[config.mk]
export PLATFORM = sky130hd
export DESIGN_NAME = serial_alu_top
export DESIGN_NICKNAME = d
export VERILOG_FILES = /design/src/alu_pkg.sv /design/src/regmap_pkg.sv /design/src/axil_alu_regs.sv /design/src/nibble_alu.sv /design/src/nibble_counter.sv /design/src/nibble_loop.sv /design/src/serial_alu_top.sv
export SDC_FILE = /design/constraint.sdc
export NUM_CORES = 1
export LEC_CHECK = 0
export ABC_AREA = 1
export BUFFER_PORTS_ARGS = -buffer_cell sky130_fd_sc_hd__buf_4
export CORE_ASPECT_RATIO = 0.6
export CORE_MARGIN = 2
export CORE_UTILIZATION = 59
export CTS_BUF_LIST = sky130_fd_sc_hd__clkbuf_16
export DETAILED_ROUTE_END_ITERATION = 7
export GPL_TIMING_DRIVEN = 0
export PLACE_DENSITY = 0.81
export SLEW_MARGIN = 20
export SYNTH_ARGS = -nofsm -noshare
export SYNTH_HDL_FRONTEND = slang
export SYNTH_SLANG_ARGS = --single-unit
[constraint.sdc]
create_clock -name clk -period 4.1 [get_ports clk]
set_clock_uncertainty 0.15 [all_clocks]
set_input_delay 0.205 -clock clk [delete_from_list [all_inputs] [get_ports clk]]
set_output_delay 0.205 -clock clk [all_outputs]
set_load 0.005 [all_outputs]
[src/alu_pkg.sv]
// nibble ALU types; commands are 3 bits wide and code 7 is unused, the word is fixed at 8 nibbles
`default_nettype none

package alu_pkg;

    // word geometry
    localparam int NIBBLES = 8;
    localparam int IDX_W   = 3;

    // command codes as written to the CMD register
    typedef enum logic [2:0] {
        CMD_ADD   = 3'd0,
        CMD_SUB   = 3'd1,
        CMD_AND   = 3'd2,
        CMD_OR    = 3'd3,
        CMD_XOR   = 3'd4,
        CMD_RSHFT = 3'd5,
        CMD_INC   = 3'd6
    } alu_cmd_t;

    // operands of one nibble step, the command travels beside it
    typedef struct packed {
        logic [3:0] d1;
        logic [3:0] d2;
        logic       carry_in;
    } alu_args_t;

    // result of one nibble step
    typedef struct packed {
        logic [3:0] res;
        logic       carry_out;
    } alu_ret_t;

endpackage

`default_nettype wire

[src/regmap_pkg.sv]
// AXI4-Lite types with 8-bit addresses and 32-bit data; no burst, no protection or cache signals
`default_nettype none

package regmap_pkg;

    // master-driven signals
    typedef struct packed {
        logic        awvalid;
        logic [7:0]  awaddr;
        logic        wvalid;
        logic [31:0] wdata;
        logic [3:0]  wstrb;
        logic        bready;
        logic        arvalid;
        logic [7:0]  araddr;
        logic        rready;
    } axil_req_t;

    // slave-driven signals
    typedef struct packed {
        logic        awready;
        logic        wready;
        logic        bvalid;
        logic [1:0]  bresp;
        logic        arready;
        logic        rvalid;
        logic [31:0] rdata;
        logic [1:0]  rresp;
    } axil_rsp_t;

    localparam logic [1:0] RESP_OKAY   = 2'b00;
    localparam logic [1:0] RESP_SLVERR = 2'b10;

    // register offsets, full byte address compared
    localparam logic [7:0] ADDR_WORD1  = 8'h00;
    localparam logic [7:0] ADDR_WORD2  = 8'h04;
    localparam logic [7:0] ADDR_CMD    = 8'h08;
    localparam logic [7:0] ADDR_STATUS = 8'h0C;
    localparam logic [7:0] ADDR_RESULT = 8'h10;

endpackage

`default_nettype wire

[src/axil_alu_regs.sv]
// AXI4-Lite slave, one write and one read outstanding; addresses must match an offset exactly
`default_nettype none

module axil_alu_regs (
    input  logic                  clk,
    input  logic                  arst_n,
    input  regmap_pkg::axil_req_t bus_req,
    output regmap_pkg::axil_rsp_t bus_rsp,
    input  logic                  busy,
    input  logic                  carry,
    input  logic [31:0]           result,
    output logic                  start,
    output alu_pkg::alu_cmd_t     cmd,
    output logic [31:0]           word1,
    output logic [31:0]           word2
);
    import alu_pkg::*;
    import regmap_pkg::*;

    logic        awready_q;
    logic        bvalid_q;
    logic [1:0]  bresp_q;
    logic        arready_q;
    logic        rvalid_q;
    logic [31:0] rdata_q;
    logic [1:0]  rresp_q;
    logic        start_q;
    alu_cmd_t    cmd_q;
    logic [31:0] word1_q;
    logic [31:0] word2_q;
    logic        aw_go;
    logic        ar_go;
    logic        loop_taken;
    logic [31:0] rd_data;
    logic [1:0]  rd_resp;

    function automatic logic [31:0] merge_strb(
        input logic [31:0] old_val,
        input logic [31:0] new_val,
        input logic [3:0]  strb
    );
        logic [31:0] merged;
        merged = old_val;
        for (int b = 0; b < 4; b++) begin
            if (strb[b]) begin
                merged[b*8 +: 8] = new_val[b*8 +: 8];
            end
        end
        return merged;
    endfunction

    // ready pulses once both address and data are present and no response is pending
    assign aw_go = bus_req.awvalid && bus_req.wvalid && !awready_q && !bvalid_q;
    assign ar_go = bus_req.arvalid && !arready_q && !rvalid_q;

    // a command already launched counts as busy until the loop reports it
    assign loop_taken = busy || start_q;

    always_ff @(posedge clk or negedge arst_n) begin
        if (!arst_n) begin
            awready_q <= 1'b0;
            bvalid_q  <= 1'b0;
            bresp_q   <= RESP_OKAY;
            start_q   <= 1'b0;
            cmd_q     <= CMD_ADD;
            word1_q   <= '0;
            word2_q   <= '0;
        end else begin
            awready_q <= aw_go;
            start_q   <= 1'b0;
            if (bvalid_q && bus_req.bready) begin
                bvalid_q <= 1'b0;
            end
            // handshake cycle, valids are still held
            if (awready_q) begin
                bvalid_q <= 1'b1;
                bresp_q  <= RESP_OKAY;
                case (bus_req.awaddr)
                    ADDR_WORD1: begin
                        word1_q <= merge_strb(word1_q, bus_req.wdata, bus_req.wstrb);
                    end
                    ADDR_WORD2: begin
                        word2_q <= merge_strb(word2_q, bus_req.wdata, bus_req.wstrb);
                    end
                    ADDR_CMD: begin
                        if (loop_taken) begin
                            bresp_q <= RESP_SLVERR;
                        end else begin
                            cmd_q   <= alu_cmd_t'(bus_req.wdata[2:0]);
                            start_q <= 1'b1;
                        end
                    end
                    default: begin
                        bresp_q <= RESP_SLVERR;
                    end
                endcase
            end
        end
    end

    // read decode, unknown offsets give zero data
    always_comb begin
        rd_data = '0;
        rd_resp = RESP_OKAY;
        case (bus_req.araddr)
            ADDR_WORD1:  rd_data = word1_q;
            ADDR_WORD2:  rd_data = word2_q;
            ADDR_CMD:    rd_data = {29'd0, cmd_q};
            ADDR_STATUS: rd_data = {30'd0, carry, busy};
            ADDR_RESULT: rd_data = result;
            default:     rd_resp = RESP_SLVERR;
        endcase
    end

    always_ff @(posedge clk or negedge arst_n) begin
        if (!arst_n) begin
            arready_q <= 1'b0;
            rvalid_q  <= 1'b0;
            rdata_q   <= '0;
            rresp_q   <= RESP_OKAY;
        end else begin
            arready_q <= ar_go;
            if (rvalid_q && bus_req.rready) begin
                rvalid_q <= 1'b0;
            end
            if (arready_q) begin
                rvalid_q <= 1'b1;
                rdata_q  <= rd_data;
                rresp_q  <= rd_resp;
            end
        end
    end

    assign bus_rsp.awready = awready_q;
    assign bus_rsp.wready  = awready_q;
    assign bus_rsp.bvalid  = bvalid_q;
    assign bus_rsp.bresp   = bresp_q;
    assign bus_rsp.arready = arready_q;
    assign bus_rsp.rvalid  = rvalid_q;
    assign bus_rsp.rdata   = rdata_q;
    assign bus_rsp.rresp   = rresp_q;

    assign start = start_q;
    assign cmd   = cmd_q;
    assign word1 = word1_q;
    assign word2 = word2_q;

endmodule

`default_nettype wire

[src/nibble_alu.sv]
// purely combinational one-nibble ALU; an unused command code passes d1 and the carry through
`default_nettype none

module nibble_alu (
    input  alu_pkg::alu_args_t args,
    input  alu_pkg::alu_cmd_t  cmd,
    output alu_pkg::alu_ret_t  ret
);
    import alu_pkg::*;

    logic [3:0] addend;
    logic [4:0] sum;

    // subtraction is addition of the inverted operand with carry in set
    assign addend = (cmd == CMD_SUB) ? ~args.d2 : args.d2;
    assign sum    = {1'b0, args.d1} + {1'b0, addend} + {4'd0, args.carry_in};

    always_comb begin
        ret.res       = args.d1;
        ret.carry_out = args.carry_in;
        case (cmd)
            CMD_ADD, CMD_SUB, CMD_INC: begin
                ret.res       = sum[3:0];
                ret.carry_out = sum[4];
            end
            CMD_AND: begin
                ret.res = args.d1 & args.d2;
            end
            CMD_OR: begin
                ret.res = args.d1 | args.d2;
            end
            CMD_XOR: begin
                ret.res = args.d1 ^ args.d2;
            end
            CMD_RSHFT: begin
                // bit from the higher nibble enters at the top
                ret.res       = {args.carry_in, args.d2[3:1]};
                ret.carry_out = args.d2[0];
            end
            default: begin
                ret.res       = args.d1;
                ret.carry_out = args.carry_in;
            end
        endcase
    end

endmodule

`default_nettype wire

[src/nibble_counter.sv]
// nibble index counter; load wins over step, and reverse must be stable while stepping
`default_nettype none

module nibble_counter (
    input  logic                      clk,
    input  logic                      arst_n,
    input  logic                      load,
    input  logic                      step,
    input  logic                      reverse,
    output logic                      last,
    output logic [alu_pkg::IDX_W-1:0] idx
);
    import alu_pkg::*;

    localparam logic [IDX_W-1:0] IDX_TOP = IDX_W'(NIBBLES - 1);

    logic [IDX_W-1:0] idx_first;
    logic [IDX_W-1:0] idx_final;

    // reverse walks from the top nibble down to nibble 0
    assign idx_first = reverse ? IDX_TOP : '0;
    assign idx_final = reverse ? '0 : IDX_TOP;
    assign last      = (idx == idx_final);

    always_ff @(posedge clk or negedge arst_n) begin
        if (!arst_n) begin
            idx <= '0;
        end else if (load) begin
            idx <= idx_first;
        end else if (step) begin
            if (reverse) begin
                idx <= idx - 1'b1;
            end else begin
                idx <= idx + 1'b1;
            end
        end
    end

endmodule

`default_nettype wire

[src/nibble_loop.sv]
// runs the nibble ALU over a 32-bit word, one nibble per cycle; start is ignored while busy
`default_nettype none

module nibble_loop (
    input  logic              clk,
    input  logic              arst_n,
    input  logic              start,
    input  alu_pkg::alu_cmd_t cmd,
    input  logic [31:0]       word1,
    input  logic [31:0]       word2,
    output logic              busy,
    output logic              carry,
    output logic [31:0]       result
);
    import alu_pkg::*;

    alu_cmd_t         cmd_q;
    logic             busy_q;
    logic             carry_q;
    logic [31:0]      result_q;
    logic             launch;
    logic             reverse;
    logic             last;
    logic             done;
    logic [IDX_W-1:0] idx;
    logic [IDX_W+1:0] nib_base;
    logic [3:0]       d2_nib;
    alu_args_t        args;
    alu_ret_t         ret;

    assign launch = start && !busy_q;

    // direction follows the incoming command at launch, the held one afterwards
    assign reverse = launch ? (cmd == CMD_RSHFT) : (cmd_q == CMD_RSHFT);

    nibble_counter u_counter (
        .clk     (clk),
        .arst_n  (arst_n),
        .load    (launch),
        .step    (busy_q && !done),
        .reverse (reverse),
        .last    (last),
        .idx     (idx)
    );

    // nibble select, bit offset of the current nibble
    assign nib_base = {idx, 2'b00};

    // INC only adds the low nibble of word2
    assign d2_nib = (cmd_q == CMD_INC && idx != '0) ? 4'd0 : word2[nib_base +: 4];

    // d1 comes from the result register, which still holds word1 at this nibble
    assign args.d1       = result_q[nib_base +: 4];
    assign args.d2       = d2_nib;
    assign args.carry_in = carry_q;

    nibble_alu u_alu (
        .args (args),
        .cmd  (cmd_q),
        .ret  (ret)
    );

    // INC finishes on the first nibble that does not carry
    assign done = last || (cmd_q == CMD_INC && !ret.carry_out);

    always_ff @(posedge clk or negedge arst_n) begin
        if (!arst_n) begin
            busy_q   <= 1'b0;
            carry_q  <= 1'b0;
            cmd_q    <= CMD_ADD;
            result_q <= '0;
        end else if (launch) begin
            busy_q   <= 1'b1;
            cmd_q    <= cmd;
            result_q <= word1;
            // borrow-free subtraction starts with carry set
            carry_q  <= (cmd == CMD_SUB);
        end else if (busy_q) begin
            result_q[nib_base +: 4] <= ret.res;
            carry_q                 <= ret.carry_out;
            if (done) begin
                busy_q <= 1'b0;
            end
        end
    end

    assign busy   = busy_q;
    assign carry  = carry_q;
    assign result = result_q;

endmodule

`default_nettype wire

[src/serial_alu_top.sv]
// serial ALU top; RESULT reads taken while busy show a partly updated word
`default_nettype none

module serial_alu_top (
    input  logic                  clk,
    input  logic                  arst_n,
    input  regmap_pkg::axil_req_t bus_req,
    output regmap_pkg::axil_rsp_t bus_rsp
);
    import alu_pkg::*;

    logic        start;
    alu_cmd_t    cmd;
    logic [31:0] word1;
    logic [31:0] word2;
    logic        busy;
    logic        carry;
    logic [31:0] result;

    axil_alu_regs u_regs (
        .clk     (clk),
        .arst_n  (arst_n),
        .bus_req (bus_req),
        .bus_rsp (bus_rsp),
        .busy    (busy),
        .carry   (carry),
        .result  (result),
        .start   (start),
        .cmd     (cmd),
        .word1   (word1),
        .word2   (word2)
    );

    nibble_loop u_loop (
        .clk    (clk),
        .arst_n (arst_n),
        .start  (start),
        .cmd    (cmd),
        .word1  (word1),
        .word2  (word2),
        .busy   (busy),
        .carry  (carry),
        .result (result)
    );

endmodule

`default_nettype wire

Yosys cells after proc, flatten, opt, wreduce, memory -nomap -nowiden. Index checks and enable logic that the tools add are counted. Widths: inputs -> output; s select.

$add $sub $neg: 5. Reduce and logical (&&, ||, !) cells: 40. Bitwise logic cells: 5. Shift-type cells: 4. Mux-type cells: 29. Eq/ne operators: 15.

Operators with widths (number): $pmux 32 s5 (1); $mux 32 (2); $shiftx 32x6->4 (2); $bwmux 32 (1); $shift 4x7->32 const A (1); $shiftx 4x7->32 (1); $reduce_and 3->1 (9); $eq 8x4->1 const B (3); $pmux 4 s5 (1); $eq 8x3->1 const B (2); $logic_not 8->1 (2); $mux 3 (5); $mux 1 (13); $eq 3x3->1 const B (4); $logic_and 1x1->1 (11); $eq 8x5->1 const B (1); $mux 4 (2); $reduce_bool 2->1 (4); $logic_not 1->1 (7); $neg 5->7 (1); $eq 3x1->1 const B (2); $eq 3x2->1 const B (2); $add 4x4->5 (1); $add 5x1->5 (1); 17 further kinds (19).

Bits in registers: 148. Input bits: 59. Output and inout port bits: 41.

Logic depth before layout (Yosys ltp).
Word-level depth: 15. Mapped depth: 19. Gate-level depth less buffers: 17.

Cells and area by module. Synthesis repeated with hierarchy kept, for this count alone.

Cells, all modules: 1263. Area, all modules: 8949.8 um^2.

By module, submodules not included: axil_alu_regs (area each 5018.6 um^2, instances 1, sequential area each 2652.5 um^2, cells an instance 620); nibble_loop (area each 3138.0 um^2, instances 1, sequential area each 925.9 um^2, cells an instance 509); nibble_alu (area each 569.3 um^2, instances 1, sequential area each 0.0 um^2, cells an instance 101); nibble_counter (area each 224.0 um^2, instances 1, sequential area each 75.1 um^2, cells an instance 33).

Worst setup path before layout. No wires, ideal clock.

Path kind: reg-to-reg. Start point: reg u_loop.u_counter.idx[1] (netlist name). End point: reg u_loop.result_q[18], in the netlist u_loop.result[18]. Arrival time: 3.033 ns. Path buffers: 1. Stages on the path, launching flop included: 17. Slack: 0.795 ns. Period minus slack after synthesis: 3.305 ns. Cells stage by stage: dfrtp_1 inv_2 buf_2 ha_1 ha_1 or2_1 nand3_2 xor2_1 fa_1 fa_1 xnor2_1 nor2_1 nor2_1 nand2_1 and2_1 nand3_1 a21oi_1.

Longest elaborated chain between the ends: 12.

RTL lines: start: declaration (RTL line nibble_counter.sv:11) `output logic [alu_pkg::IDX_W-1:0] idx`; start signal: assignment (RTL line nibble_counter.sv:29) `idx <= idx_first;`; start signal: assignment (RTL line nibble_counter.sv:32) `idx <= idx - 1'b1;`; start signal: assignment (RTL line nibble_counter.sv:34) `idx <= idx + 1'b1;`; parallel branches: the longest is 9 deep, another holds $add 4x4->5; $bwmux 32 (*) (RTL line nibble_loop.sv:79) `result_q[nib_base +: 4] <= ret.res;`; $mux 32 (*) (RTL line nibble_loop.sv:78) `end else if (busy_q) begin`; $mux 32 (*) (RTL line nibble_loop.sv:72) `end else if (launch) begin`; end signal: assignment (RTL line nibble_loop.sv:75) `result_q <= word1;`; end signal: indexed assignment (RTL line nibble_loop.sv:79); end: declaration (RTL line nibble_loop.sv:20) `logic [31:0] result_q;`.

Mark *: on every way between the ends. The select of a mux whose other input is x is not followed. A chain may end at the register's enable or synchronous reset.

Worst setup path after layout.
Start point: reg u_loop.u_counter.idx[1] (netlist name). End point: reg u_loop.result_q[22], in the netlist u_loop.result[22].

The elaborated chain is that of the path after synthesis.

==> reports/qor.yml <==
leakage_nw: 5.04
required_ns: 4.27
cp.arrival_ns: 4.15
worstHoldStart: "bus_req[48]"
placementRows: 33
fmax_ghz: 0.251
gp_congestion: 1.10
fin_total_pwr_mw: 5.47
grtUsageTotal: 0.393
antenna_cells: 0
routedWlPerCell_um: 19.1
maxCapViolCount: 0
post-dp-hpwl_mm: 21.2
drcViolationCount: 0
io_buffers: 97
p_per_area_nw_per_um2: 524
first_pass_iters: 5
syn_area_sq_um: 8410
critPathLaunchType: "flip-flop"
drt_wl_total_mm: 28.8
yosysSeqAreaShare: 0.434
post-route-cell-area_sq_um: 10400
setup_viol: 0
setup.worst_path.end: "u_loop.result[22]"
rsz0062_at_grt: "no"
io_pins: 100
drtIter0Drc: 1089
hp-class: "input port to flip-flop"
r2r_start: "u_loop.u_counter.idx[1]"
crit_start: "u_loop.u_counter.idx[1]"
hold_viol_final: 0
synthTopCellsByCount: "nand2_1 (302), dfrtp_1 (146), inv_1 (140), o21ai_0 (124), nor2_1 (121)"
synth_edf_count: 0
dp_slack_ns: -0.0254
antenna_left: 0
final.min_clock_period_ns: 3.98
yosysWarningCount: 0
fin_ws_ns: 0.118
synth_cells: 1148
yosysTopAreaCell: "dfrtp_1"
cts_buffers: 17
drive_gt1_frac: 0.157
clock_latency_ns: 0.43
ys_async_sr_fraction: 1.00
grt_pass1_vias: 8060
cts_tree: "done"
r2r_setup_slack_ns: 0.12
grt_pass1_wl_mm: 44.2
cts.sinks: 146
synth_top_area_share: 0.434
die_width_um: 158
fin_nets: 1383
r2r_cells: 16
peakVddDrop_uv: 327
cts-root-buf: "clkbuf_16"
h-tree-depth: 4
clock_path_buffers: 2
reg2reg_to: "u_loop.result[22]"
post-route-period-util: 0.971
fillers: 1055
slew_headroom: 0.479
synth_area_leaders: "dfrtp_1 (43%), nand2_1 (13%), o21ai_0 (7.4%)"
viasPerCell: 5.84
dieArea_sq_um: 15300
die_h_um: 96.5
yosys_most_used_dff: "dfrtp_1"
syn_area_per_cell_sq_um: 7.33
dpl_cell_area_sq_um: 9420
initial_core_util: 0.610
grt_max_degree: 79
status: "finished clean"
worstSetupPathType: "flip-flop to flip-flop"
grt.overflow.total: 0
core_sq_um: 13800
drv_slew: 0
crit_fanout: 15
worst_slew_pin_slew_ns: 0.781
critPathCaptureType: "flip-flop"
antenna_found_initial: 0
synthToLayoutAreaGrowth_pct: 24.0
via_count: 8804
synthDistinctLibCells: 40
clk_pin_slew_ns: 0.07
post-synth-top-count-cell: "nand2_1"
yosys_register_bits: 146
==> metal layers <==
metal / up-vias / global-route usage / share of wire
li1: 3992 / - / -
met1: 4086 / 0.578 / 0.43
met2: 648 / 0.570 / 0.41
met3: 78 / 0.110 / 0.14
met4: 0 / 0.109 / 0.022
met5: - / 0 / 0
==> per-stage QoR <==
stage | util | hold WS, ns | instances | TNS, ns
finish | 0.756 | 0.00938 | 1507 | 0
global route | 0.756 | 0.0552 | 1507 | 0
CTS | 0.755 | 0.00230 | 1507 | 0
detailed placement | 0.683 | 0.0699 | 1439 | -0.0495
global placement | 0.680 | 0.268 | 1438 | -0.0766
floorplan | - | -0.241 | 1149 | 0
==> layout by cell type (no fill, tap or decap), types with 5 or more instances in the layout <==
cell,n
clkbuf_1,19
dlygate4sd3_1,38
nor3_2,5
buf_4,110
o21ai_0,124
inv_1,140
nand2_1,301
ha_1,17
o211ai_1,8
nand4_1,22
nor2_1,121
dfrtp_1,146
clkbuf_16,17
a21oi_1,64
buf_2,7
o22ai_1,5
inv_2,14
nand3_2,8
o21ai_1,20
nand3_1,49
nor3_1,11
nand2_2,7
buf_6,5
==> layout make-up <==
cell class	count	area [sq um]	share of cell area
flip-flops and latches	146	3650	0.350
multi-input cells	797	3890	0.373
inverters	157	592	0.0567
clock buffers	17	425	0.0408
repair buffers	136	1140	0.110
clock inverters	14	196	0.0188
plain buffers	48	290	0.0278
well taps	192	240	0.0230
==> registers in the layout, summed over array words and instances (netlist names) <==
name,count
u_loop.busy,1
u_loop.carry,1
u_loop.cmd_q,3
u_loop.result,32
u_loop.u_counter.idx,3
u_regs.arready_q,1
u_regs.awready_q,1
u_regs.bresp_q,1
u_regs.bvalid_q,1
u_regs.cmd,3
u_regs.rdata_q,32
u_regs.rresp_q,1
u_regs.rvalid_q,1
u_regs.start,1
u_regs.word1,32
u_regs.word2,32
==> report_power, final <==
part | internal [mW] | switching (mW) | leakage [nW]
clock | 0.979 | 0.711 | 0.303
combinational | 0.680 | 1.48 | 2.75
sequential | 1.53 | 0.0915 | 1.99
==> worst min path at each step <==
stage                         to  slack (ns)  cells after the start
6_report            u_regs.start       0.009                      4
5_1_grt        u_regs.rresp_q[1]        0.06                      5
4_1_cts             u_regs.start       0.002                      4
3_5_place_dp     u_regs.word2[6]        0.07                      1
3_3_place_gp     u_regs.bvalid_q        0.27                      2
2_1_floorplan        u_loop.busy       -0.24                      0
==> critical path, stage by stage (launching register included) <==
cell	delay, ns
dfrtp_1	0.64
inv_4	0.20
ha_1	0.25
ha_2	0.22
or2_4	0.27
nand3_2	0.12
xor2_1	0.10
fa_2	0.39
fa_1	0.41
xnor2_1	0.17
nor2_1	0.07
nor2_1	0.19
nand2_2	0.14
nand4_1	0.25
nor2_1	0.10
nor2_1	0.12
nor2_1	0.05
==> cell families (layout without fill, tap and decap cells) <==
| kind of cell | after synthesis | after routing | share of synthesized area |
|---|---|---|---|
| buffers and inverters | 206 | 372 | 0.105 |
| and+or+nand+nor | 537 | 537 | 0.276 |
| AOI/OAI and AO/OA | 232 | 232 | 0.145 |
| xor gates and xnor gates | 5 | 5 | 0.00521 |
| DFF | 146 | 146 | 0.434 |
| other | 1 | 2 | 0.000446 |
| adders and majority gates | 21 | 21 | 0.0339 |
==> timing repair <==
action | 4_1_cts | 5_1_grt
gates resized for setup | 0 | 7
setup buffers | 0 | 0
hold buffers | 38 | 0
endpoints found under the setup margin | 7 | 14
pin swaps | 0 | 1
endpoints found under the hold margin | 148 | 0
Power figures use the tool's default switching activity.
